`config.mk`:
```
export PLATFORM = sky130hd
export DESIGN_NAME = fu_complete_flat
export DESIGN_NICKNAME = d
export VERILOG_FILES = /design/src/fu_pkg.sv /design/src/fu_exec_if.sv /design/src/fu_complete.sv /design/src/flat_wrapper.sv
export SDC_FILE = /design/constraint.sdc
export NUM_CORES = 1
export LEC_CHECK = 0
export ABC_AREA = 0
export BUFFER_PORTS_ARGS = -buffer_cell sky130_fd_sc_hd__buf_2
export CELL_PAD_IN_SITES_DETAIL_PLACEMENT = 1
export CELL_PAD_IN_SITES_GLOBAL_PLACEMENT = 2
export CORE_MARGIN = 4
export CORE_UTILIZATION = 27
export CTS_CLUSTER_DIAMETER = 150
export CTS_CLUSTER_SIZE = 24
export DETAILED_ROUTE_END_ITERATION = 6
export HOLD_SLACK_MARGIN = 0.03
export PLACE_DENSITY_LB_ADDON = 0.15
export SKIP_CTS_REPAIR_TIMING = 1
export SYNTH_ARGS = -nofsm -noshare
export SYNTH_HDL_FRONTEND = slang
export SYNTH_SLANG_ARGS = --single-unit
```
`constraint.sdc`:
```
create_clock -name clock -period 1 [get_ports clock]
set_input_delay 0.2 -clock clock [delete_from_list [all_inputs] [get_ports clock]]
set_output_delay 0.2 -clock clock [all_outputs]
set_load 0.03 [all_outputs]
```
`src/fu_pkg.sv`:
```
`default_nettype none

package fu_pkg;

	localparam int xlen = 32; // RV32 operand width

	// alu operation
	typedef enum logic [3:0] {
		alu_add    = 4'h0,
		alu_sub    = 4'h1,
		alu_and    = 4'h2,
		alu_or     = 4'h3,
		alu_xor    = 4'h4,
		alu_slt    = 4'h5,
		alu_sltu   = 4'h6,
		alu_sll    = 4'h7,
		alu_srl    = 4'h8,
		alu_sra    = 4'h9,
		alu_mul    = 4'ha,
		alu_mulh   = 4'hb,
		alu_mulhsu = 4'hc,
		alu_mulhu  = 4'hd
	} alu_func_e;

	// operand a source
	typedef enum logic [1:0] {
		opa_is_rs1  = 2'h0,
		opa_is_npc  = 2'h1, // pc + 4
		opa_is_pc   = 2'h2,
		opa_is_zero = 2'h3
	} opa_sel_e;

	// operand b source
	typedef enum logic [2:0] {
		opb_is_rs2   = 3'h0,
		opb_is_i_imm = 3'h1,
		opb_is_s_imm = 3'h2,
		opb_is_b_imm = 3'h3,
		opb_is_u_imm = 3'h4,
		opb_is_j_imm = 3'h5
	} opb_sel_e;

	// branch condition, same encoding as funct3
	typedef enum logic [2:0] {
		br_beq  = 3'b000,
		br_bne  = 3'b001,
		br_blt  = 3'b100,
		br_bge  = 3'b101,
		br_bltu = 3'b110,
		br_bgeu = 3'b111
	} br_func_e;

endpackage

`default_nettype wire

```
`src/fu_exec_if.sv`:
```
`timescale 1ns/10ps
`default_nettype none

// one ready instruction from the slot into the execute stages
interface fu_exec_if #(
	parameter int TAG_BITS = 5
) ();
	import fu_pkg::*;

	logic                valid;  // one cycle per instruction
	logic [TAG_BITS-1:0] tag;
	logic [xlen-1:0]     opa;
	logic [xlen-1:0]     opb;
	alu_func_e           func;
	logic [xlen-1:0]     rs1;    // raw values for the compare
	logic [xlen-1:0]     rs2;
	br_func_e            br_func;
	logic                cond_branch;
	logic                uncond_branch;

	modport issue (
		output valid, tag, opa, opb, func, rs1, rs2, br_func,
		output cond_branch, uncond_branch
	);

	modport exec (
		input valid, opa, opb, func, rs1, rs2, br_func
	);

	// completion side only follows tag and branch kind
	modport track (
		input valid, tag, cond_branch, uncond_branch
	);

endinterface

`default_nettype wire

```
`src/fu_complete.sv`:
```
`timescale 1ns/10ps
`default_nettype none

module fu_complete #(
	parameter int TAG_BITS = 5
) (
	input  wire logic          clock,
	input  wire logic          arst_n,
	input  wire logic          squash,
	fu_exec_if.track           exe,
	input  wire logic          result_valid,
	input  wire logic          cond,
	output logic               done,
	output logic [TAG_BITS-1:0] done_tag,
	output logic               take_branch
);
	logic                s1_valid;
	logic [TAG_BITS-1:0] s1_tag;
	logic                s1_cond_br, s1_uncond_br;
	logic                s2_cond_br, s2_uncond_br;

	// first stage, alongside the alu input registers
	always_ff @(posedge clock or negedge arst_n) begin
		if (!arst_n) begin
			s1_valid     <= 1'b0;
			s1_tag       <= '0;
			s1_cond_br   <= 1'b0;
			s1_uncond_br <= 1'b0;
		end else begin
			s1_valid     <= exe.valid && !squash;
			s1_tag       <= exe.tag;
			s1_cond_br   <= exe.cond_branch;
			s1_uncond_br <= exe.uncond_branch;
		end
	end

	// second stage, alongside result
	always_ff @(posedge clock or negedge arst_n) begin
		if (!arst_n) begin
			done_tag     <= '0;
			s2_cond_br   <= 1'b0;
			s2_uncond_br <= 1'b0;
		end else if (s1_valid && !squash) begin
			done_tag     <= s1_tag;
			s2_cond_br   <= s1_cond_br;
			s2_uncond_br <= s1_uncond_br;
		end
	end

	assign done        = result_valid;
	assign take_branch = done && (s2_uncond_br || (s2_cond_br && cond));

	a_done_tag_known: assert property (@(posedge clock) disable iff (!arst_n)
		done |-> !$isunknown(done_tag));

endmodule

`default_nettype wire

```
`src/flat_wrapper.sv`:
```
// flat-port wrapper written by rule: the top's interface ports become plain ports
module fu_complete_flat 
#(
	parameter int TAG_BITS = 5
)
  (clock, arst_n, squash, result_valid, cond, done, done_tag, take_branch, exe_valid, exe_tag, exe_cond_branch, exe_uncond_branch);
  fu_exec_if #(.TAG_BITS(TAG_BITS)) exe_i ();
  input  wire logic clock;
  input  wire logic arst_n;
  input  wire logic squash;
  input  wire logic result_valid;
  input  wire logic cond;
  output logic done;
  output logic [TAG_BITS-1:0] done_tag;
  output logic take_branch;
  input wire logic [$bits(exe_i.valid)-1:0] exe_valid;
  input wire logic [$bits(exe_i.tag)-1:0] exe_tag;
  input wire logic [$bits(exe_i.cond_branch)-1:0] exe_cond_branch;
  input wire logic [$bits(exe_i.uncond_branch)-1:0] exe_uncond_branch;
  assign exe_i.valid = exe_valid;
  assign exe_i.tag = exe_tag;
  assign exe_i.cond_branch = exe_cond_branch;
  assign exe_i.uncond_branch = exe_uncond_branch;
  fu_complete #(.TAG_BITS(TAG_BITS)) u_core (.clock(clock), .arst_n(arst_n), .squash(squash), .exe(exe_i), .result_valid(result_valid), .cond(cond), .done(done), .done_tag(done_tag), .take_branch(take_branch));
endmodule
```
==> metrics.txt, run 1 <==
status finished, violations left; failing checks negative setup slack; largest area contributor in the netlist dfrtp_1; DRC errors left 0; Die W 52.01 um; syn_area_per_cell 18.68 um^2; Max Transition Viols Final 0; Crit Path Class reg -> out; Final ANT Viol Nets 0; sequential element share of the synthesized area 71.77%; Area after DPL 640.6 um^2; design area 838.3 um^2; n_diodes 0; CP Launch Type flop; initial antenna violation count 0; slowest CP cell dfrtp_1; clk sinks 15; global-route wire length before repair 1476 um; Final setup viols 12; total power 1455 uW; Final min period 1198 ps; post-DR wirelength/cell 11.36 um; full die area 2705 um^2; Area Overhead vs Synth 60.29%; VDD IR max 791.6 uV; CTS Buf Count 3; share of cells above drive strength 1 59.68%; final wirelength 988 um; Setup WS post-layout -197.8 ps; Core ar. 1783 um^2; Seq cells post-synth 15; fmax 0.8349 GHz; max_slew headroom 78.06%; Min Hold Slack 125.6 ps; worst path required time 800 ps; First-pass DRT Iterations 1; synth warn 0; cell family with the largest share of critical-path delay flip-flops; worst-path maximum fanout 2; setup slack after placement -83.59 ps; GR Overflow Total 0; HP Class in -> reg; CP arrival 1000 ps; largest net degree at the start of global routing 16; CTS clk-pin slew, worst paths 80 ps; Via density 4.023; Tcrit/Tclk final 119.8%; Final GP Congestion 0.6332; Hold Fails Final Rpt 0; RSZ-0062 raised after global routing true; CP Capture Type output pin; Worst-Margin Slew 329.0 ps; Clock Path Buffers 2; Critical path buffers and inverters 1; Starting Density 29.33%; Ports 20; Detail Placement HPWL 686.5 um; htree depth 1; cell row count 15; largest cells by area after synthesis dfrtp_1, mux2_4, nor2b_1; Initial DRC Count 0; Max-Cap Viols 0; die height 52.01 um; Largest stage delay, worst path 390 ps; worst skew pair latency 270 ps; total track usage 7.785%; Pleak 0.0004028 uW; post-synth cell types 6; FILL cells 188; # port buffers 19; TritonCTS clock tree built; Synth Net Count 41; Cells after Synth 28; top cell type's share of synthesized area 71.77%; Post-Route Skew 0.1552 ps; vias in the first global route 336; root buffer cell clkbuf_4; total power divided by cell area 1736 nW/um^2; vias 350; # nets final 76; Cell Area, Synth 523.0 um^2; worst-path cell chain a21oi_2, nor2b_2, buf_6
-- through the flow --
step,TNS (ps),std cells,util [%]
floorplan,0,28,-
global placement,-393.0,70,35.93
detailed placement,-570.6,70,35.93
CTS,-1167,74,37.40
global route,-838.4,87,47.02
finish,-402.1,87,47.02
-- cell families (layout without fill, tap and decap cells) --
family	after synthesis	in the layout	share of synthesized area, %
AO/OA/AOI/OAI	1	1	0.9560
buffers and inverters	2	36	3.589
flip-flops	15	15	71.77
multiplexers	7	7	20.10
AND/OR/NAND/NOR	3	3	3.589
-- sequential cells by signal, indices dropped and copies added, names as in the netlist --
register,flops
u_core.done_tag,5
u_core.s1_cond_br,1
u_core.s1_tag,5
u_core.s1_uncond_br,1
u_core.s1_valid,1
u_core.s2_cond_br,1
u_core.s2_uncond_br,1
-- placed cells by master, fill, tap and decap left out --
| cell type | instances |
|---|---|
| dlygate4sd3_1 | 8 |
| nor2b_4 | 1 |
| mux2_4 | 7 |
| clkbuf_1 | 1 |
| buf_6 | 6 |
| nor2b_2 | 1 |
| dfrtp_1 | 15 |
| clkbuf_4 | 3 |
| a21oi_2 | 1 |
| nor2b_1 | 1 |
| buf_4 | 4 |
| buf_2 | 13 |
| buf_12 | 1 |
-- cells in the mapped netlist, drive strengths merged --
library cell  count
a21oi             1
buf               2
dfrtp            15
mux2              7
nor2b             3
-- metal layers --
layer	GRT usage [%]	vias up	wire [um]
li1	-	160	-
met1	7.871	177	367
met2	12.97	13	551
met3	3.152	0	69
met4	5.240	0	0
met5	0	-	0
-- final cells by class --
type / instances / area, um^2 / share of cell area (%)
sequential: 15 / 375.4 / 44.78
timing repair buffer: 32 / 262.8 / 31.34
multi-input combinational: 11 / 142.6 / 17.01
tap: 25 / 31.28 / 3.731
clock buffer: 4 / 26.28 / 3.134
-- power breakdown --
group          switching (uW)  leakage, uW  total [uW]  internal, uW
clock network             167    0.0000150         321           154
logic                     173     0.000211         416           244
registers                41.8     0.000177         718           676
-- worst paths after layout --
| check | start | endpoint | slack, ps | cells past startpoint |
|---|---|---|---|---|
| setup / recovery | u_core.s2_cond_br$_DFFE_PN0P_ | take_branch | -200 | 3 |
| hold / removal | squash | u_core.s1_valid$_DFF_PN0_ | 130 | 2 |
| setup reg to reg | u_core.s1_valid$_DFF_PN0_ | u_core.done_tag[1]$_DFFE_PN0P_ | -30 | 3 |
| hold reg to reg | u_core.s1_uncond_br$_DFF_PN0_ | u_core.s2_uncond_br$_DFFE_PN0P_ | 480 | 1 |
| max in group asynchronous | arst_n | u_core.done_tag[1]$_DFFE_PN0P_ | 390 | 2 |
| min in group asynchronous | arst_n | u_core.s1_tag[4]$_DFF_PN0_ | 370 | 2 |
Note: power is estimated with default switching activity, not from simulation.
==> inputs of run 2 (changes only) <==
CORE_UTILIZATION = 30   (was 27)
GPL_TIMING_DRIVEN = 0   (was unset)
clock period = 1.25 ns   (was 1 ns; I/O delays follow)
==> run 2 against run 1 <==
The flow still finishes with violations (negative setup slack). Cell area shrank 17%. Critical endpoint unchanged. Non-clock buffer count is 8 lower. Global-route usage up 0.41 points. Utilization down 3.0 points. Wire length fell by 4.0%. Die area decreased by 8.5%. Sequential power down 21%.
==> metrics.txt, run 2 (synthesis results as in run 1) <==
slowest CP cell dfrtp_1 (unchanged); CTS Buf Count 3 (unchanged); Largest regs u_core.done_tag (5), u_core.s1_tag (5) (unchanged); Hold Fails Final Rpt 0 (unchanged); max_slew headroom 78.33% (was 78.06%); fmax 0.7920 GHz; First-pass DRT Iterations 2 (was 1); # port buffers 19 (unchanged); Worst-Margin Slew 325.1 ps (was 329.0 ps); worst-path cell chain a21oi_1, nor2b_1, buf_4 (was a21oi_2, nor2b_2, buf_6); CTS clk-pin slew, worst paths 90 ps (was 80 ps); Max-Cap Viols 0 (unchanged); Die W 49.76 um (was 52.01 um); Core ar. 1577 um^2 (was 1783 um^2); P_sw 301.5 uW (was 381.4 uW); CP Capture Type output pin (unchanged); post-DR wirelength/cell 13.54 um (was 11.36 um); Final setup viols 1 (was 12); initial antenna violation count 0 (unchanged); FILL cells 164 (was 188); TritonCTS clock tree built (unchanged); root buffer cell clkbuf_4 (unchanged); Clock Path Buffers 2 (unchanged); Pleak 0.0003543 uW (was 0.0004028 uW); RSZ-0062 raised after global routing true (unchanged); sw frac 27.82% (was 26.20%); Min Hold Slack 67.41 ps (was 125.6 ps); vias 308 (was 350); most common cell after layout, fill and taps aside buf_2 (was dfrtp_1); global-route wire length before repair 1462 um (was 1476 um); cell-internal power 782.1 uW (was 1074 uW); worst-path maximum fanout 2 (unchanged); failing checks negative setup slack (unchanged); worst skew pair latency 280 ps (was 270 ps); final wirelength 948 um (was 988 um); Ports 20 (unchanged); largest net degree at the start of global routing 16 (unchanged); sequential share of power 52.3% (was 49.3%); Final ANT Viol Nets 0 (unchanged); total power divided by cell area 1563 nW/um^2 (was 1736 nW/um^2); # nets final 68 (was 76); Tcrit/Tclk final 101.0%; share of cells above drive strength 1 62.96% (was 59.68%); VDD IR max 859.2 uV (was 791.6 uV); Area after DPL 638.1 um^2 (was 640.6 um^2); htree depth 1 (unchanged); GR Overflow Total 0 (unchanged); total track usage 8.196% (was 7.785%); Post-Route Skew 11.40 ps (was 0.1552 ps); Final min period 1263 ps; Initial DRC Count 1 (was 0); HP Class in -> reg (unchanged); Detail Placement HPWL 716.3 um (was 686.5 um); CP Launch Type flop (unchanged); Util after Layout 43.97% (was 47.02%); worst path required time 1000 ps (was 800 ps); Max Transition Viols Final 0 (unchanged); Area Overhead vs Synth 32.54% (was 60.29%); most frequent cells in the layout buf_2, dfrtp_1, mux2_4 (was dfrtp_1, buf_2, dlygate4sd3_1); vias in the first global route 324 (was 336); Final GP Congestion 0.5945 (was 0.6332); Via density 4.400 (was 4.023); design area 693.2 um^2 (was 838.3 um^2); full die area 2476 um^2 (was 2705 um^2); clk sinks 15 (unchanged); Setup WS post-layout -12.60 ps (was -197.8 ps); n_diodes 0 (unchanged); status finished, violations left (unchanged); Starting Density 33.17% (was 29.33%); CP arrival 1010 ps (was 1000 ps); die height 49.76 um (was 52.01 um); clock share of power 24.3% (was 22.1%); Largest stage delay, worst path 400 ps (was 390 ps); Crit Path Class reg -> out (unchanged); DRC errors left 0 (unchanged); cell row count 14 (was 15); Combinational Power Share 23.3% (was 28.6%)
-- run 2: area by class of cell --
type | count | area (um^2) | share of cell area [%]
Sequential cell | 15 | 375.4 | 54.15
Multi-Input combinational cell | 11 | 128.9 | 18.59
Timing Repair Buffer | 22 | 122.6 | 17.69
Clock buffer | 3 | 22.52 | 3.249
Tap cell | 16 | 20.02 | 2.888
Buffer | 2 | 18.77 | 2.708
Clock inverter | 1 | 5.005 | 0.7220
-- run 2: critical path, delay by kind of cell, from the launching register on --
kind / cells / cell delay (ps)
compound gates: 1 / 120
buf+inv: 1 / 160
flops: 1 / 400
simple gates: 1 / 60
-- run 2: final timing paths --
kind                                            startpoint                              to  slack [ps]  cells past startpoint
max                        u_core.s2_uncond_br$_DFFE_PN0P_                     take_branch         -10                      3
min                                      exe_uncond_branch   u_core.s1_uncond_br$_DFF_PN0_          70                      1
max reg2reg                      u_core.s1_valid$_DFF_PN0_  u_core.done_tag[3]$_DFFE_PN0P_         180                      3
min reg2reg                     u_core.s1_tag[2]$_DFF_PN0_  u_core.done_tag[2]$_DFFE_PN0P_         470                      1
max in group asynchronous                           arst_n      u_core.s1_tag[2]$_DFF_PN0_         590                      2
min in group asynchronous                           arst_n   u_core.s2_cond_br$_DFFE_PN0P_         400                      2
-- run 2: routing by layer --
metal	part of all wire, %	up-vias	track usage (%)
li1	-	143	-
met1	37	152	8.696
met2	54	13	13.00
met3	8.3	0	6.325
met4	0	0	1.382
met5	0	-	0
-- run 2: power by group through the flow --
stage	Clock (uW)	Sequential [uW]	Combinational, uW
after floorplan	0	636	92.9
after global placement	0	573	227
after detailed placement	0	578	234
after CTS	282	569	235
after global routing	303	576	268
final	263	567	253
-- run 2: through the flow --
step	cells	total power (uW)	setup WS [ps]	setup TNS (ps)
2_1_floorplan	28	728.5	182.1	0
6_report	70	1084	-12.60	-12.60
5_1_grt	70	1147	-85.58	-85.58
4_1_cts	67	1085	-43.11	-43.11
3_3_place_gp	63	799.8	174.8	0
3_5_place_dp	63	812.1	125.7	0
