--- src/fu_pkg.sv ---
`default_nettype none

package fu_pkg;

	localparam int xlen = 32; // RV32 operand width

	// alu operation
	typedef enum logic [3:0] {
		alu_add    = 4'h0,
		alu_sub    = 4'h1,
		alu_and    = 4'h2,
		alu_or     = 4'h3,
		alu_xor    = 4'h4,
		alu_slt    = 4'h5,
		alu_sltu   = 4'h6,
		alu_sll    = 4'h7,
		alu_srl    = 4'h8,
		alu_sra    = 4'h9,
		alu_mul    = 4'ha,
		alu_mulh   = 4'hb,
		alu_mulhsu = 4'hc,
		alu_mulhu  = 4'hd
	} alu_func_e;

	// operand a source
	typedef enum logic [1:0] {
		opa_is_rs1  = 2'h0,
		opa_is_npc  = 2'h1, // pc + 4
		opa_is_pc   = 2'h2,
		opa_is_zero = 2'h3
	} opa_sel_e;

	// operand b source
	typedef enum logic [2:0] {
		opb_is_rs2   = 3'h0,
		opb_is_i_imm = 3'h1,
		opb_is_s_imm = 3'h2,
		opb_is_b_imm = 3'h3,
		opb_is_u_imm = 3'h4,
		opb_is_j_imm = 3'h5
	} opb_sel_e;

	// branch condition, same encoding as funct3
	typedef enum logic [2:0] {
		br_beq  = 3'b000,
		br_bne  = 3'b001,
		br_blt  = 3'b100,
		br_bge  = 3'b101,
		br_bltu = 3'b110,
		br_bgeu = 3'b111
	} br_func_e;

endpackage

`default_nettype wire

--- src/fu_exec_if.sv ---
`timescale 1ns/10ps
`default_nettype none

// one ready instruction from the slot into the execute stages
interface fu_exec_if #(
	parameter int TAG_BITS = 5
) ();
	import fu_pkg::*;

	logic                valid;  // one cycle per instruction
	logic [TAG_BITS-1:0] tag;
	logic [xlen-1:0]     opa;
	logic [xlen-1:0]     opb;
	alu_func_e           func;
	logic [xlen-1:0]     rs1;    // raw values for the compare
	logic [xlen-1:0]     rs2;
	br_func_e            br_func;
	logic                cond_branch;
	logic                uncond_branch;

	modport issue (
		output valid, tag, opa, opb, func, rs1, rs2, br_func,
		output cond_branch, uncond_branch
	);

	modport exec (
		input valid, opa, opb, func, rs1, rs2, br_func
	);

	// completion side only follows tag and branch kind
	modport track (
		input valid, tag, cond_branch, uncond_branch
	);

endinterface

`default_nettype wire

--- src/br_cond.sv ---
`timescale 1ns/10ps
`default_nettype none

module br_cond (
	input  wire logic clock,
	input  wire logic arst_n,
	input  wire logic squash,
	fu_exec_if.exec   exe,
	output logic      cond
);
	import fu_pkg::*;

	logic            in_valid;
	logic [xlen-1:0] in_rs1, in_rs2;
	br_func_e        in_func;
	logic            out_cond;

	always_ff @(posedge clock or negedge arst_n) begin
		if (!arst_n)
			in_valid <= 1'b0;
		else
			in_valid <= exe.valid && !squash;
	end

	always_ff @(posedge clock) begin
		in_rs1  <= exe.rs1;
		in_rs2  <= exe.rs2;
		in_func <= exe.br_func;
	end

	always_comb begin
		case (in_func)
			br_beq:  out_cond = in_rs1 == in_rs2;
			br_bne:  out_cond = in_rs1 != in_rs2;
			br_blt:  out_cond = $signed(in_rs1) < $signed(in_rs2);
			br_bge:  out_cond = $signed(in_rs1) >= $signed(in_rs2);
			br_bltu: out_cond = in_rs1 < in_rs2;
			br_bgeu: out_cond = in_rs1 >= in_rs2;
			default: out_cond = 1'b0; // funct3 010/011 never branch
		endcase
	end

	always_ff @(posedge clock or negedge arst_n) begin
		if (!arst_n)
			cond <= 1'b0;
		else
			cond <= in_valid && !squash && out_cond;
	end

endmodule

`default_nettype wire

--- src/flat_wrapper.sv ---
// flat-port wrapper written by rule: the top's interface ports become plain ports
module br_cond_flat import fu_pkg::*;
  (clock, arst_n, squash, cond, exe_valid, exe_opa, exe_opb, exe_func, exe_rs1, exe_rs2, exe_br_func);
  fu_exec_if exe_i ();
  input  wire logic clock;
  input  wire logic arst_n;
  input  wire logic squash;
  output logic cond;
  input wire logic [$bits(exe_i.valid)-1:0] exe_valid;
  input wire logic [$bits(exe_i.opa)-1:0] exe_opa;
  input wire logic [$bits(exe_i.opb)-1:0] exe_opb;
  input wire logic [$bits(exe_i.func)-1:0] exe_func;
  input wire logic [$bits(exe_i.rs1)-1:0] exe_rs1;
  input wire logic [$bits(exe_i.rs2)-1:0] exe_rs2;
  input wire logic [$bits(exe_i.br_func)-1:0] exe_br_func;
  assign exe_i.valid = exe_valid;
  assign exe_i.opa = exe_opa;
  assign exe_i.opb = exe_opb;
  assign exe_i.func = exe_func;
  assign exe_i.rs1 = exe_rs1;
  assign exe_i.rs2 = exe_rs2;
  assign exe_i.br_func = exe_br_func;
  br_cond u_core (.clock(clock), .arst_n(arst_n), .squash(squash), .exe(exe_i), .cond(cond));
endmodule
--- config.mk ---
export PLATFORM = sky130hd
export DESIGN_NAME = br_cond_flat
export DESIGN_NICKNAME = d
export VERILOG_FILES = /design/src/fu_pkg.sv /design/src/fu_exec_if.sv /design/src/br_cond.sv /design/src/flat_wrapper.sv
export SDC_FILE = /design/constraint.sdc
export NUM_CORES = 1
export LEC_CHECK = 0
export BUFFER_PORTS_ARGS = -buffer_cell sky130_fd_sc_hd__buf_4
export CAP_MARGIN = 0
export CORE_ASPECT_RATIO = 0.75
export CORE_MARGIN = 2
export CORE_UTILIZATION = 42
export CTS_CLUSTER_DIAMETER = 40
export DETAILED_ROUTE_END_ITERATION = 12
export GPL_TIMING_DRIVEN = 0
export PLACE_DENSITY = 0.78
export SKIP_LAST_GASP = 1
export SYNTH_ARGS = -nofsm -noshare
export SYNTH_HDL_FRONTEND = slang
export SYNTH_SLANG_ARGS = --single-unit
export TNS_END_PERCENT = 1
--- constraint.sdc ---
create_clock -name clock -period 1.9 [get_ports clock]
set_input_delay 0.095 -clock clock [delete_from_list [all_inputs] [get_ports clock]]
set_output_delay 0.095 -clock clock [all_outputs]
set_load 0.005 [all_outputs]
==> run metrics, run 1 <==
Die W=approximately 90 um; area leader, netlist=dfxtp_1; Mapped Avg Cell Area=11.7 sq um; Synth cell types=28; gr usage total=between 15 and 20%; flops & latches, synth=69; Vias=1897; Clock Sinks=69; first-pass GRT wire length=approximately 8300 um; asr flop ratio synth=2.90%; CTS tree=done; Slew HR=a little over 70%; dpl hpwl=roughly 3200 um; Worst EP required=between 2 and 2.5 ns; sequential power share=slightly below 50%; drt pass-1 iters=4; Die Y=between 60 and 70 um; Final TNS setup=0 ns; clock network fraction of total power=35.4%; Worst Hold Class=primary input to async pin; Synth Warn #=0; period utilization=about 95%; status=finished clean; EDFF count, synth=0; Post-Route WL=approximately 5400 um; I/O pin cnt=140; Detail Route Antenna Nets=0; count of final setup violators=0; area fraction of the dominant cell type after synthesis=a little under three fifths; number of global-route vias before repair=between 1500 and 2000; crit path DAT=roughly 2.1 ns; Max H-tree Level=3; synth top area cells=dfxtp_1, ha_1, inv_1, a21oi_1, dfrtp_1; placed insts=between 300 and 400; Area Overhead vs Synth=75.0%; Longest Clk Path Bufs=2; Worst Tran Pin Value=roughly 0.42 ns; Post-synth top cells=dfxtp_1, inv_1, ha_1; Post-Syn Nets=371; Non-Filler Instances=around 430; Die Footprint=6200 sq um; RD Place Congestion=between 0.7 and 0.8; worst setup path class=flop to flop; critical path peak fanout=2; most frequent cell after synthesis=dfxtp_1; CTS clock-pin slew for the worst setup and hold paths=0.08 ns; Worst setup SP type=flop; final slew viol count=0; Logic pwr share=between 10% and 20%; P per Cell Area=~770 nW/um^2; clock skew=0.00972 ns; Max-cap violations=0; area of the core=between 5000 and 6000 sq um; Leak=~1.9 nW; Synth Cell Area=around 2300 sq um; antenna fix cells=0; power after layout=3.14 mW; Clk Latency, worst-skew pair=0.34 ns; DR iter-0 viols=25; final critical delay including setup and external delays=1.81 ns; layout cells sized above 1=34.0%; Cells after Synth=200; initial antenna violation count=0; Net Sw Frac=between 20% and 30%; vias per cell=4.37; root buf cell=clkbuf_8; Num CTS Buffers=9; Starting Density=between 40% and 50%; GRT overflow=0; # rows=23; Main synth FF type=dfxtp_1; Nets=roughly 530; Port Buffer Count=between 70 and 80; Switch Pwr=0.715 mW; DR WL/cell=approximately 12 um; pin count of the biggest net entering global routing=13; final hold vios=0; DRC viols=0; Finished Core Util=about three quarters; hold slack=just under 0.08 ns; Worst Setup End Kind=flop; internal power=approximately 2.4 mW; worst vdd ir=around 0.68 mV; Max Freq=0.552 GHz; sequential fraction of the synthesis area=~59%
==> registers in the layout (all words and copies together), names as in the netlist <==
register / count
u_core.in_func: 3
u_core.in_rs1: 32
u_core.in_valid: 1
u_core.cond: 1
u_core.in_rs2: 32
==> power groups by stage <==
stage / combinational (mW) / sequential (mW) / clock [mW]
after floorplan: 0.141 / 1.58 / 0
after global placement: 0.277 / 1.58 / 0
after detailed placement: 0.286 / 1.58 / 0
after CTS: 0.425 / 1.55 / 1.14
after global routing: 0.518 / 1.56 / 1.20
final: 0.472 / 1.56 / 1.11
==> worst max-delay path, cell delays in order (launching register included) <==
cell and delay, ns:
dfxtp_1 0.31, inv_1 0.04, ha_1 0.31, a211oi_2 0.18, nor2_1 0.07, o31a_2 0.31
nor4_4 0.29, mux2i_1 0.21
==> placed cells by master, fill, tap and decap left out, types with 2 or more instances in the layout <==
master         count
clkinvlp_4         4
nand2b_1           2
nor4_4             2
o21ai_0            4
nand4_1            6
nor2b_1            2
nand2_1            5
clkbuf_8           9
nor2_1             8
dfrtp_1            2
a21oi_1           10
buf_4             73
inv_2              2
o21ai_1            4
dfxtp_2            3
nand4_4            3
ha_1              22
inv_1             31
dlygate4sd3_1     70
a21oi_2            5
ha_4              10
dfxtp_1           64
==> worst paths after layout <==
path | startpoint | to | slack (ns) | cells past startpoint
worst max-delay path | u_core.in_rs2[13] | u_core.cond | 0.09 | 7
worst min-delay path | arst_n | u_core.in_valid | 0.08 | 2
worst max register to register | u_core.in_rs2[13] | u_core.cond | 0.09 | 7
worst min register to register | u_core.in_func[0] | u_core.cond | 0.64 | 3
max in group asynchronous | arst_n | u_core.cond | 1.74 | 2
min in group clock | exe_rs2[13] | u_core.in_rs2[13] | 0.39 | 2
==> metrics by stage <==
stage	cell area (sq um)	setup slack, ns
floorplan	2340	0.163
global placement	2970	-0.00507
detailed placement	2970	-0.0139
CTS	3950	0.000475
global route	4100	-0.000951
finish	4100	0.0875
==> cell type report <==
class	instances	area [sq um]
inverter	33	124
fill	355	1250
sequential	69	1400
tap	75	93.8
clock buffer	9	124
timing repair buffer	144	1260
clock inverter	6	65.1
multi-input combinational	98	1040
==> cells by family (layout without fill, tap and decap cells) <==
family / count (synthesis) / after routing / synth area share (%)
AND/OR/NAND/NOR: 33 / 33 / 9.55
AO/OA/AOI/OAI: 32 / 32 / 8.32
flip-flops: 69 / 69 / 59.3
buffers and inverters: 33 / 192 / 5.28
multiplexers: 1 / 1 / 0.427
adder cells (fa/ha/maj): 32 / 32 / 17.1
==> routing by layer <==
layer	global-route usage (%)	wire length, um	up-vias
met5	0	0	-
met4	7.50	68	0
met3	6.09	246	7
met2	36.3	2960	50
met1	17.3	2070	856
li1	-	-	984
==> timing repair <==
item / in CTS / in global routing
pin swaps: 6 / 11
endpoints found under the hold margin: 70 / 0
hold buffers: 70 / 0
buffers inserted: 2 / 1
gates resized for setup: 11 / 21
setup endpoints to repair: 1 / 1
No activity file was read; power rests on OpenSTA's default activity.
==> inputs of run 2 (changes only) <==
--- a/config.mk
+++ b/config.mk
@@ -8,7 +8,7 @@
 export BUFFER_PORTS_ARGS = -buffer_cell sky130_fd_sc_hd__buf_4
 export CAP_MARGIN = 0
 export CORE_ASPECT_RATIO = 0.75
-export CORE_MARGIN = 2
+export CORE_MARGIN = 4
 export CORE_UTILIZATION = 42
 export CTS_CLUSTER_DIAMETER = 40
 export DETAILED_ROUTE_END_ITERATION = 12
==> constraint.sdc (replaced) <==
create_clock -name clock -period 1.9 [get_ports clock]
set_input_delay 0 -clock clock [delete_from_list [all_inputs] [get_ports clock]]
set_output_delay 0 -clock clock [all_outputs]
set_load 0.005 [all_outputs]
==> run metrics, run 2 (synthesis gave the netlist of run 1 again) <==
drt pass-1 iters=4 (unchanged); Max H-tree Level=3 (unchanged); clock network fraction of total power=39.3% (+3.9 points); Worst EP required=2.15 ns (about the same); Nets=528 (+0.38%); worst setup path class=flop to flop; Post-Route WL=6000 um (+12%); worst vdd ir=0.545 mV (-20%); final critical delay including setup and external delays=1.84 ns (+0.0227 ns); Clock Sinks=69 (unchanged); P per Cell Area=800 nW/um^2 (+4.4%); vias per cell=4.48 (+2.5%); critical path peak fanout=2 (unchanged); crit path DAT=2.09 ns (+0.03 ns); CP peak stage delay=0.37 ns (+0.06 ns); final hold vios=0 (unchanged); Slew HR=71.8% (about the same); Die W=94.3 um (+4.4%); Worst Hold Class=primary input to flop; initial antenna violation count=0 (unchanged); Detail Route Antenna Nets=0 (unchanged); gr usage total=17.7% (-0.23 points); Port Buffer Count=71 (unchanged); Clk Latency, worst-skew pair=0.34 ns (about the same); Max-cap violations=0 (unchanged); I/O pin cnt=140 (unchanged); RD Place Congestion=0.749 (+2.8%); RSZ-0062 raised after global routing=yes; most common cell after layout, fill and taps aside=buf_4; Worst Setup End Kind=flop; clock skew=0.00703 ns (-0.00269 ns); Bufs and invs on worst path=1 (unchanged); Area Overhead vs Synth=80.4%; Vias=1958 (+3.2%); count of final setup violators=0 (unchanged); most frequent cells in the layout=buf_4, dlygate4sd3_1, dfxtp_1; final slew viol count=0 (unchanged); DR WL/cell=13.7 um (+11%); dpl hpwl=3300 um (+2.6%); Finished Cell Area=4230 sq um (+3.1%); area of the core=5380 sq um (+0.54%); GRT overflow=0 (unchanged); pin count of the biggest net entering global routing=14 (+1); first-pass GRT wire length=8940 um (+7.6%); layout cells sized above 1=38.7% (+4.7 points); DR iter-0 viols=26 (+4.0%); Critical Path, Cell by Cell=inv_2 -> ha_4 -> a21o_1 -> nand3_1 -> a21oi_2 -> o31a_2 -> nor4_4 -> mux2i_1; internal power=2.63 mW (+8.4%); root buf cell=clkbuf_8; Die Y=72.7 um (+5.8%); Net Sw Frac=22.3% (-0.51 points); period utilization=96.6% (+1.2 points); DRC viols=0 (unchanged); Logic pwr share=14.5% (-0.5 points); number of global-route vias before repair=2113 (+7.7%); delay-heaviest family, CP=compound AO/OA/AOI/OAI gates; antenna fix cells=0 (unchanged); Leak=1.92 nW (+1.7%); sequential power share=46.2% (-3.3 points); Max Freq=0.545 GHz (-1.2%); top flop regs=u_core.in_rs1 x32, u_core.in_rs2 x32, u_core.in_func x3; Starting Density=43.6% (-0.23 points); Longest Clk Path Bufs=2 (unchanged); Worst Tran Pin Value=0.422 ns (-0.0000609 ns); Switch Pwr=0.753 mW (+5.3%); CTS tree=done; placed inst area=2970 sq um (unchanged); Die Footprint=6850 sq um (+11%); CTS clock-pin slew for the worst setup and hold paths=0.07 ns (about the same); status=finished clean; R2R setup slack=0.06 ns (-0.02 ns); Num CTS Buffers=9 (unchanged); Finished Core Util=78.6% (+2.0 points); # rows=23 (unchanged); crit path max-delay cell type=o31a_2; Worst setup SP type=flop
-- run 2: cell types whose count changed in the layout (fill, tap and decap cells not counted), moves of 3 or more --
cell        delta
clkinvlp_4     -3
ha_1           -6
inv_1          -4
dfxtp_2        +9
dfxtp_1        -9
ha_4           +6
inv_2          +4
-- run 2: final timing paths --
path                       depth (start not counted)               end              start
hold reg to reg                                    3       u_core.cond  u_core.in_func[0]
min in group asynchronous                          3       u_core.cond             arst_n
setup / recovery                                   8       u_core.cond   u_core.in_rs2[9]
hold / removal                                     2  u_core.in_rs1[0]         exe_rs1[0]
max in group asynchronous                          3   u_core.in_valid             arst_n
setup reg to reg                                   8       u_core.cond   u_core.in_rs2[9]
-- run 2: metrics by stage --
stage | worst slack (ns) | power (mW) | cells | hold WS (ns) | TNS (ns)
after detailed placement | -0.0396 | 1.86 | 346 | -0.217 | -0.0396
after global routing | -0.0443 | 3.54 | 437 | 0.278 | -0.0443
final | 0.0647 | 3.38 | 437 | 0.294 | 0
after floorplan | 0.163 | 1.72 | 200 | -0.296 | 0
after global placement | -0.00260 | 1.86 | 346 | -0.217 | -0.00260
after CTS | -0.00493 | 3.34 | 435 | 0.282 | -0.00493
-- run 2: per-layer routing --
layer,wire [um],track usage (%),up-vias
li1,-,-,986
met1,2110,16.3,880
met2,3310,34.6,67
met3,334,6.29,25
met4,250,8.49,0
met5,0,0,-
-- run 2: what timing repair did --
item | 4_1_cts | 5_1_grt
gates cloned | 0 | 0
hold buffers | 71 | 0
hold endpoints to repair | 70 | 0
resized for setup | 14 | 34
pin swaps | 6 | 13
setup endpoints to repair | 1 | 1
setup buffers | 2 | 2
-- run 2: area by class of cell --
type / instances / area (sq um)
clock inverter: 6 / 93.8
sequential: 69 / 1410
tap: 75 / 93.8
timing repair buffer: 146 / 1270
multi-input combinational: 98 / 1100
clock buffer: 10 / 138
inverter: 33 / 124
fill: 315 / 1150
-- run 2: power by group through the flow --
| stage | Clock [mW] | Combinational (mW) | Sequential, mW |
|---|---|---|---|
| 2_1_floorplan | 0 | 0.141 | 1.58 |
| 3_3_place_gp | 0 | 0.276 | 1.58 |
| 3_5_place_dp | 0 | 0.282 | 1.58 |
| 4_1_cts | 1.36 | 0.423 | 1.55 |
| 5_1_grt | 1.43 | 0.544 | 1.57 |
| 6_report | 1.33 | 0.491 | 1.56 |
