File: src/fu_pkg.sv
`default_nettype none

package fu_pkg;

	localparam int xlen = 32; // RV32 operand width

	// alu operation
	typedef enum logic [3:0] {
		alu_add    = 4'h0,
		alu_sub    = 4'h1,
		alu_and    = 4'h2,
		alu_or     = 4'h3,
		alu_xor    = 4'h4,
		alu_slt    = 4'h5,
		alu_sltu   = 4'h6,
		alu_sll    = 4'h7,
		alu_srl    = 4'h8,
		alu_sra    = 4'h9,
		alu_mul    = 4'ha,
		alu_mulh   = 4'hb,
		alu_mulhsu = 4'hc,
		alu_mulhu  = 4'hd
	} alu_func_e;

	// operand a source
	typedef enum logic [1:0] {
		opa_is_rs1  = 2'h0,
		opa_is_npc  = 2'h1, // pc + 4
		opa_is_pc   = 2'h2,
		opa_is_zero = 2'h3
	} opa_sel_e;

	// operand b source
	typedef enum logic [2:0] {
		opb_is_rs2   = 3'h0,
		opb_is_i_imm = 3'h1,
		opb_is_s_imm = 3'h2,
		opb_is_b_imm = 3'h3,
		opb_is_u_imm = 3'h4,
		opb_is_j_imm = 3'h5
	} opb_sel_e;

	// branch condition, same encoding as funct3
	typedef enum logic [2:0] {
		br_beq  = 3'b000,
		br_bne  = 3'b001,
		br_blt  = 3'b100,
		br_bge  = 3'b101,
		br_bltu = 3'b110,
		br_bgeu = 3'b111
	} br_func_e;

endpackage

`default_nettype wire

File: src/fu_exec_if.sv
`timescale 1ns/10ps
`default_nettype none

// one ready instruction from the slot into the execute stages
interface fu_exec_if #(
	parameter int TAG_BITS = 5
) ();
	import fu_pkg::*;

	logic                valid;  // one cycle per instruction
	logic [TAG_BITS-1:0] tag;
	logic [xlen-1:0]     opa;
	logic [xlen-1:0]     opb;
	alu_func_e           func;
	logic [xlen-1:0]     rs1;    // raw values for the compare
	logic [xlen-1:0]     rs2;
	br_func_e            br_func;
	logic                cond_branch;
	logic                uncond_branch;

	modport issue (
		output valid, tag, opa, opb, func, rs1, rs2, br_func,
		output cond_branch, uncond_branch
	);

	modport exec (
		input valid, opa, opb, func, rs1, rs2, br_func
	);

	// completion side only follows tag and branch kind
	modport track (
		input valid, tag, cond_branch, uncond_branch
	);

endinterface

`default_nettype wire

File: src/fu_issue_slot.sv
`timescale 1ns/10ps
`default_nettype none

module fu_issue_slot #(
	parameter int TAG_BITS = 5
) (
	input  wire logic                     clock,
	input  wire logic                     arst_n,
	input  wire logic                     issue_valid,
	input  wire logic [TAG_BITS-1:0]      issue_tag,
	input  wire logic [TAG_BITS-1:0]      src1_tag,
	input  wire logic                     src1_ready,
	input  wire logic [fu_pkg::xlen-1:0]  src1_value,
	input  wire logic [TAG_BITS-1:0]      src2_tag,
	input  wire logic                     src2_ready,
	input  wire logic [fu_pkg::xlen-1:0]  src2_value,
	input  wire logic [fu_pkg::xlen-1:0]  pc,
	input  wire logic [31:0]              inst,
	input  wire fu_pkg::opa_sel_e         opa_select,
	input  wire fu_pkg::opb_sel_e         opb_select,
	input  wire fu_pkg::alu_func_e        alu_func,
	input  wire logic                     cond_branch,
	input  wire logic                     uncond_branch,
	input  wire logic                     squash,
	input  wire logic                     cdb_valid,
	input  wire logic [TAG_BITS-1:0]      cdb_tag,
	input  wire logic [fu_pkg::xlen-1:0]  cdb_value,
	output logic                          busy,
	fu_exec_if.issue                      exe
);
	import fu_pkg::*;

	logic                ent_valid;
	logic                rdy1, rdy2;
	logic [TAG_BITS-1:0] ent_tag, ent_tag1, ent_tag2;
	logic [xlen-1:0]     val1, val2, ent_pc;
	logic [31:0]         ent_inst;
	opa_sel_e            ent_opa_sel;
	opb_sel_e            ent_opb_sel;
	alu_func_e           ent_func;
	logic                ent_cond, ent_uncond;
	logic                launch;
	logic                snoop1, snoop2; // incoming issue hits the cdb
	logic                wake1, wake2;   // waiting source hits the cdb

	assign snoop1 = cdb_valid && (cdb_tag == src1_tag);
	assign snoop2 = cdb_valid && (cdb_tag == src2_tag);
	assign wake1  = cdb_valid && ent_valid && !rdy1 && (cdb_tag == ent_tag1);
	assign wake2  = cdb_valid && ent_valid && !rdy2 && (cdb_tag == ent_tag2);
	assign launch = ent_valid && rdy1 && rdy2;
	assign busy   = ent_valid && !(rdy1 && rdy2);

	always_ff @(posedge clock or negedge arst_n) begin
		if (!arst_n) begin
			ent_valid <= 1'b0;
			rdy1      <= 1'b0;
			rdy2      <= 1'b0;
		end else if (squash) begin
			ent_valid <= 1'b0;
		end else if (issue_valid) begin
			ent_valid <= 1'b1;
			rdy1      <= src1_ready || snoop1;
			rdy2      <= src2_ready || snoop2;
		end else begin
			if (launch)
				ent_valid <= 1'b0;
			if (wake1)
				rdy1 <= 1'b1;
			if (wake2)
				rdy2 <= 1'b1;
		end
	end

	// entry payload
	always_ff @(posedge clock) begin
		if (issue_valid) begin
			ent_tag     <= issue_tag;
			ent_tag1    <= src1_tag;
			ent_tag2    <= src2_tag;
			val1        <= src1_ready ? src1_value : cdb_value;
			val2        <= src2_ready ? src2_value : cdb_value;
			ent_pc      <= pc;
			ent_inst    <= inst;
			ent_opa_sel <= opa_select;
			ent_opb_sel <= opb_select;
			ent_func    <= alu_func;
			ent_cond    <= cond_branch;
			ent_uncond  <= uncond_branch;
		end else begin
			if (wake1)
				val1 <= cdb_value;
			if (wake2)
				val2 <= cdb_value;
		end
	end

	always_comb begin
		case (ent_opa_sel)
			opa_is_rs1: exe.opa = val1;
			opa_is_npc: exe.opa = ent_pc + 32'd4;
			opa_is_pc:  exe.opa = ent_pc;
			default:    exe.opa = '0;
		endcase
	end

	always_comb begin
		case (ent_opb_sel)
			opb_is_rs2:   exe.opb = val2;
			opb_is_i_imm: exe.opb = {{20{ent_inst[31]}}, ent_inst[31:20]};
			opb_is_s_imm: exe.opb = {{20{ent_inst[31]}}, ent_inst[31:25], ent_inst[11:7]};
			opb_is_b_imm: exe.opb = {{19{ent_inst[31]}}, ent_inst[31], ent_inst[7],
			                         ent_inst[30:25], ent_inst[11:8], 1'b0};
			opb_is_u_imm: exe.opb = {ent_inst[31:12], 12'b0};
			opb_is_j_imm: exe.opb = {{11{ent_inst[31]}}, ent_inst[31], ent_inst[19:12],
			                         ent_inst[20], ent_inst[30:21], 1'b0};
			default:      exe.opb = '0;
		endcase
	end

	assign exe.valid         = launch;
	assign exe.tag           = ent_tag;
	assign exe.func          = ent_func;
	assign exe.rs1           = val1;
	assign exe.rs2           = val2;
	assign exe.br_func       = br_func_e'(ent_inst[14:12]); // funct3
	assign exe.cond_branch   = ent_cond;
	assign exe.uncond_branch = ent_uncond;

	// issuer has to honour busy
	a_no_issue_when_busy: assert property (@(posedge clock) disable iff (!arst_n)
		issue_valid |-> !busy);

endmodule

`default_nettype wire

File: src/flat_wrapper.sv
// flat-port wrapper written by rule: the top's interface ports become plain ports
module fu_issue_slot_flat import fu_pkg::*;
#(
	parameter int TAG_BITS = 5
)
  (clock, arst_n, issue_valid, issue_tag, src1_tag, src1_ready, src1_value, src2_tag, src2_ready, src2_value, pc, inst, opa_select, opb_select, alu_func, cond_branch, uncond_branch, squash, cdb_valid, cdb_tag, cdb_value, busy, exe_valid, exe_tag, exe_opa, exe_opb, exe_func, exe_rs1, exe_rs2, exe_br_func, exe_cond_branch, exe_uncond_branch);
  fu_exec_if #(.TAG_BITS(TAG_BITS)) exe_i ();
  input  wire logic clock;
  input  wire logic arst_n;
  input  wire logic issue_valid;
  input  wire logic [TAG_BITS-1:0] issue_tag;
  input  wire logic [TAG_BITS-1:0] src1_tag;
  input  wire logic src1_ready;
  input  wire logic [fu_pkg::xlen-1:0] src1_value;
  input  wire logic [TAG_BITS-1:0] src2_tag;
  input  wire logic src2_ready;
  input  wire logic [fu_pkg::xlen-1:0] src2_value;
  input  wire logic [fu_pkg::xlen-1:0] pc;
  input  wire logic [31:0] inst;
  input  wire fu_pkg::opa_sel_e opa_select;
  input  wire fu_pkg::opb_sel_e opb_select;
  input  wire fu_pkg::alu_func_e alu_func;
  input  wire logic cond_branch;
  input  wire logic uncond_branch;
  input  wire logic squash;
  input  wire logic cdb_valid;
  input  wire logic [TAG_BITS-1:0] cdb_tag;
  input  wire logic [fu_pkg::xlen-1:0] cdb_value;
  output logic busy;
  output wire logic [$bits(exe_i.valid)-1:0] exe_valid;
  output wire logic [$bits(exe_i.tag)-1:0] exe_tag;
  output wire logic [$bits(exe_i.opa)-1:0] exe_opa;
  output wire logic [$bits(exe_i.opb)-1:0] exe_opb;
  output wire logic [$bits(exe_i.func)-1:0] exe_func;
  output wire logic [$bits(exe_i.rs1)-1:0] exe_rs1;
  output wire logic [$bits(exe_i.rs2)-1:0] exe_rs2;
  output wire logic [$bits(exe_i.br_func)-1:0] exe_br_func;
  output wire logic [$bits(exe_i.cond_branch)-1:0] exe_cond_branch;
  output wire logic [$bits(exe_i.uncond_branch)-1:0] exe_uncond_branch;
  assign exe_valid = exe_i.valid;
  assign exe_tag = exe_i.tag;
  assign exe_opa = exe_i.opa;
  assign exe_opb = exe_i.opb;
  assign exe_func = exe_i.func;
  assign exe_rs1 = exe_i.rs1;
  assign exe_rs2 = exe_i.rs2;
  assign exe_br_func = exe_i.br_func;
  assign exe_cond_branch = exe_i.cond_branch;
  assign exe_uncond_branch = exe_i.uncond_branch;
  fu_issue_slot #(.TAG_BITS(TAG_BITS)) u_core (.clock(clock), .arst_n(arst_n), .issue_valid(issue_valid), .issue_tag(issue_tag), .src1_tag(src1_tag), .src1_ready(src1_ready), .src1_value(src1_value), .src2_tag(src2_tag), .src2_ready(src2_ready), .src2_value(src2_value), .pc(pc), .inst(inst), .opa_select(opa_select), .opb_select(opb_select), .alu_func(alu_func), .cond_branch(cond_branch), .uncond_branch(uncond_branch), .squash(squash), .cdb_valid(cdb_valid), .cdb_tag(cdb_tag), .cdb_value(cdb_value), .busy(busy), .exe(exe_i));
endmodule
File: config.mk
export PLATFORM = sky130hd
export DESIGN_NAME = fu_issue_slot_flat
export DESIGN_NICKNAME = d
export VERILOG_FILES = /design/src/fu_pkg.sv /design/src/fu_exec_if.sv /design/src/fu_issue_slot.sv /design/src/flat_wrapper.sv
export SDC_FILE = /design/constraint.sdc
export NUM_CORES = 1
export LEC_CHECK = 0
export CAP_MARGIN = 20
export CORE_MARGIN = 1.5
export CORE_UTILIZATION = 40
export CTS_CLUSTER_SIZE = 8
export DETAILED_ROUTE_END_ITERATION = 8
export DONT_BUFFER_PORTS = 1
export GPL_TIMING_DRIVEN = 0
export PLACE_DENSITY = 0.54
export SLEW_MARGIN = 0
export SYNTH_ARGS = -nofsm -noshare
export SYNTH_HDL_FRONTEND = slang
export SYNTH_SLANG_ARGS = --single-unit
File: constraint.sdc
create_clock -name clock -period 3.9 [get_ports clock]
set_input_delay 0.585 -clock clock [delete_from_list [all_inputs] [get_ports clock]]
set_output_delay 0.585 -clock clock [all_outputs]
set_load 0.05 [all_outputs]
==> key figures <==
GRT
  – Total track usage: 24.70%
  – Total gr overflow: 0
  – Number of antenna violations at the first check in global routing: 6
  – Pin count of the biggest net entering global routing: 89
  – First-pass GRT wire length: 34560 um
  – Vias in the first global route: 5025

Cells and area
  – Nets@finish: 779
  – Final Instance Area: 8372 sq um
  – Finished Core Util: 46.45%
  – Fraction of final layout cells sized beyond drive strength 1: 19.56%
  – Syn-to-layout area delta: 13.12%

Die
  – Top-level I/O count: 342
  – DIE AREA: 19330 sq um
  – Cell Rows: 49
  – Die width: 139.0 um
  – Core ar.: 18020 sq um
  – Chip height: 139.0 um
  – Starting Density: 41.06%

CTS
  – Htree depth: 4
  – Root Buffer: clkbuf_16
  – CTS clk-pin slew, worst paths: 0.07 ns
  – Post CTS Setup Buffer Count: 0
  – Clk buf depth: 2
  – Later-pin clock latency in the skew report: 0.42 ns
  – CTS tree: done
  – CTS sink cnt: 150
  – CTS Buf Count: 17

Detailed routing
  – DRT Pass-1 Iters: 5
  – First-iteration detailed-routing DRC count: 322
  – DRC: 0
  – Vias per cell: 6.022
  – Post-DRT Antenna Nets: 0
  – Vias: 4974
  – WL per Instance: 29.18 um
  – Final WL: 24100 um

Synth
  – Share of the synthesized area in the top cell type: 59.64%
  – Synth Flop Type: edfxtp_1
  – Most frequent cells after synthesis: edfxtp_1 (147), mux2_2 (65), o21ai_0 (56), xor2_1 (37), nand2_1 (34)
  – Seq/Total Area, Yosys: 60.66%
  – Area leader, netlist: edfxtp_1
  – Number of flops mapped to enable cells by yosys: 147
  – Synth area leaders: edfxtp_1 (60%), mux2_2 (9.9%), xor2_1 (4.4%), o21ai_0 (3.8%), mux2i_1 (3.7%)
  – Avg Cell Area, Syn: 13.31 sq um
  – Syn_nets: 755
  – Gate Count Post-Synth: 556
  – Warnings from Yosys: 0
  – Netlist cell types: 46
  – Top-count cell post-synth: edfxtp_1
  – Post-Syn Area: 7401 sq um
  – Post-synth ARST share: 2.000%
  – FF+latch count, synth: 150

Placement
  – Gpl congestion: 0.8937
  – Post-DP Area: 7776 sq um
  – Detailed Place HPWL: 18880 um
  – # port buffers: 0

Pwr
  – PwrDens: 545.9 nW/um^2
  – Max rail drop VDD: 355.6 uV
  – Pleak: 2.845 nW

STA
  – Final hold violations: 0
  – Post-layout min period: 3.746 ns
  – Clock skew: 0.01418 ns
  – Headroom to the max-slew limit: 25.85%
  – Worst-Margin Slew: 1.129 ns
  – Hold slack final: 0.2185 ns
  – Final setup vio count: 0
  – Max Freq: 266.9 MHz
  – Slew Viols, Final: 0
  – Final period util: 96.06%
  – RSZ-0062 raised after global routing: no

Flow run
  – Max cap viols: 0

Worst setup path
  – Crit path DAT: 3.16 ns
  – CP startpoint kind: register
  – Critical path type: register to output port
  – CP Capture Type: output port
  – Worst Path Max Fanout: 7
  – Critical Path RT: 3.31 ns

Run status
  – Outcome: finished clean

Hold path
  – Worst Hold Class: input pin to register
## registers in the layout, summed over array words and instances (netlist names)
signal,count
u_core.exe.uncond_branch,1
u_core.ent_inst,25
u_core.rdy1,1
u_core.exe.func,4
u_core.ent_tag2,5
u_core.ent_valid,1
u_core.ent_opa_sel,2
u_core.rdy2,1
u_core.ent_pc,32
u_core.exe.cond_branch,1
u_core.ent_tag1,5
u_core.exe.rs1,32
u_core.exe.tag,5
u_core.ent_opb_sel,3
u_core.exe.rs2,32
## report_power, final
group / internal [mW] / switching [mW]
Sequential: 1.92 / 0.306
Clock: 0.896 / 0.708
Combinational: 0.184 / 0.557
Total: 3.00 / 1.57
## worst paths after layout
path                                    start                 to  slack, ns  cells past startpoint
setup reg to reg           u_core.ent_tag1[4]  u_core.exe.rs1[4]       1.83                      5
min in group asynchronous              arst_n        u_core.rdy1       0.41                      1
setup / recovery             u_core.ent_pc[2]        exe_opa[20]       0.15                      6
max in group asynchronous              arst_n        u_core.rdy2       3.33                      1
hold reg to reg                   u_core.rdy1        u_core.rdy1       0.64                      1
hold / removal                         squash   u_core.ent_valid       0.22                      1
## area by class of cell
| type | instances | area (sq um) |
|---|---|---|
| Inverter | 6 | 22.52 |
| Tap cell | 229 | 286.5 |
| Clock buffer | 18 | 429.2 |
| Multi-Input combinational cell | 364 | 2774 |
| Buffer | 36 | 151.4 |
| Fill cell | 1661 | 9653 |
| Antenna cell | 4 | 10.01 |
| Clock inverter | 14 | 140.1 |
| Timing Repair Buffer | 5 | 68.82 |
| Sequential cell | 150 | 4489 |
## per-layer routing
metal  share of wire (%)  routed length, um  track usage [%]
met4                 2.3                549            8.114
met3                  11               2690            10.57
met2                  50              12000            41.56
met5                0.17                 42                0
met1                  37               8823            28.39
## critical path, stage by stage (launching register included)
cell	delay (ns)
edfxtp_1	0.40
ha_1	0.22
nand2_1	0.12
nor3_1	0.80
nand4_1	0.21
xor2_1	0.19
o22ai_1	0.80
## kinds of logic after synthesis
| family | Yosys count | share of synthesized area, % |
|---|---|---|
| xor+xnor | 47 | 5.562 |
| mux | 92 | 13.54 |
| simple gates | 103 | 7.506 |
| flops | 150 | 60.66 |
| buf+inv | 42 | 2.350 |
| compound gates | 121 | 10.21 |
| fa+ha+maj | 1 | 0.1690 |
## timing repair
action | CTS | global route
hold buffers | 1 | 0
setup endpoints to repair | 0 | 1
endpoints found under the hold margin | 3 | 0
resized for setup | 0 | 1
## stage by stage
step                      total power [mW]  std cells  setup slack [ns]  setup TNS [ns]
final                                4.570        826            0.1536               0
after global routing                 4.719        826          0.005209               0
after global placement               2.967        785            -1.366          -82.73
after CTS                            4.605        822           0.06473               0
after floorplan                      2.826        556           0.01631               0
after detailed placement             2.997        789            0.5500               0
## cell usage in the layout, fill, tap and decap left out, types with 3 or more instances in the layout
cell type | Yosys | layout
xor2_1 | 37 | 37
buf_1 | 6 | 7
nand2_1 | 34 | 34
buf_4 | 3 | 4
nand3_1 | 12 | 12
mux2_2 | 65 | 65
clkbuf_1 | 23 | 24
buf_2 | 4 | 4
clkbuf_16 | 0 | 17
xnor2_1 | 10 | 10
nor2_1 | 15 | 15
inv_6 | 0 | 7
o21ai_0 | 56 | 5
o21ai_1 | 1 | 50
a21oi_1 | 3 | 3
inv_1 | 6 | 6
edfxtp_1 | 147 | 147
a22oi_1 | 32 | 32
o21a_1 | 11 | 11
dfrtp_1 | 3 | 3
nor4_1 | 5 | 5
o22ai_1 | 8 | 7
mux2i_1 | 27 | 27
and4_1 | 3 | 3
and3_1 | 7 | 7
nor3_1 | 3 | 3
diode_2 | 0 | 4
nand4_1 | 10 | 10
(Power assumes the default switching activity.)
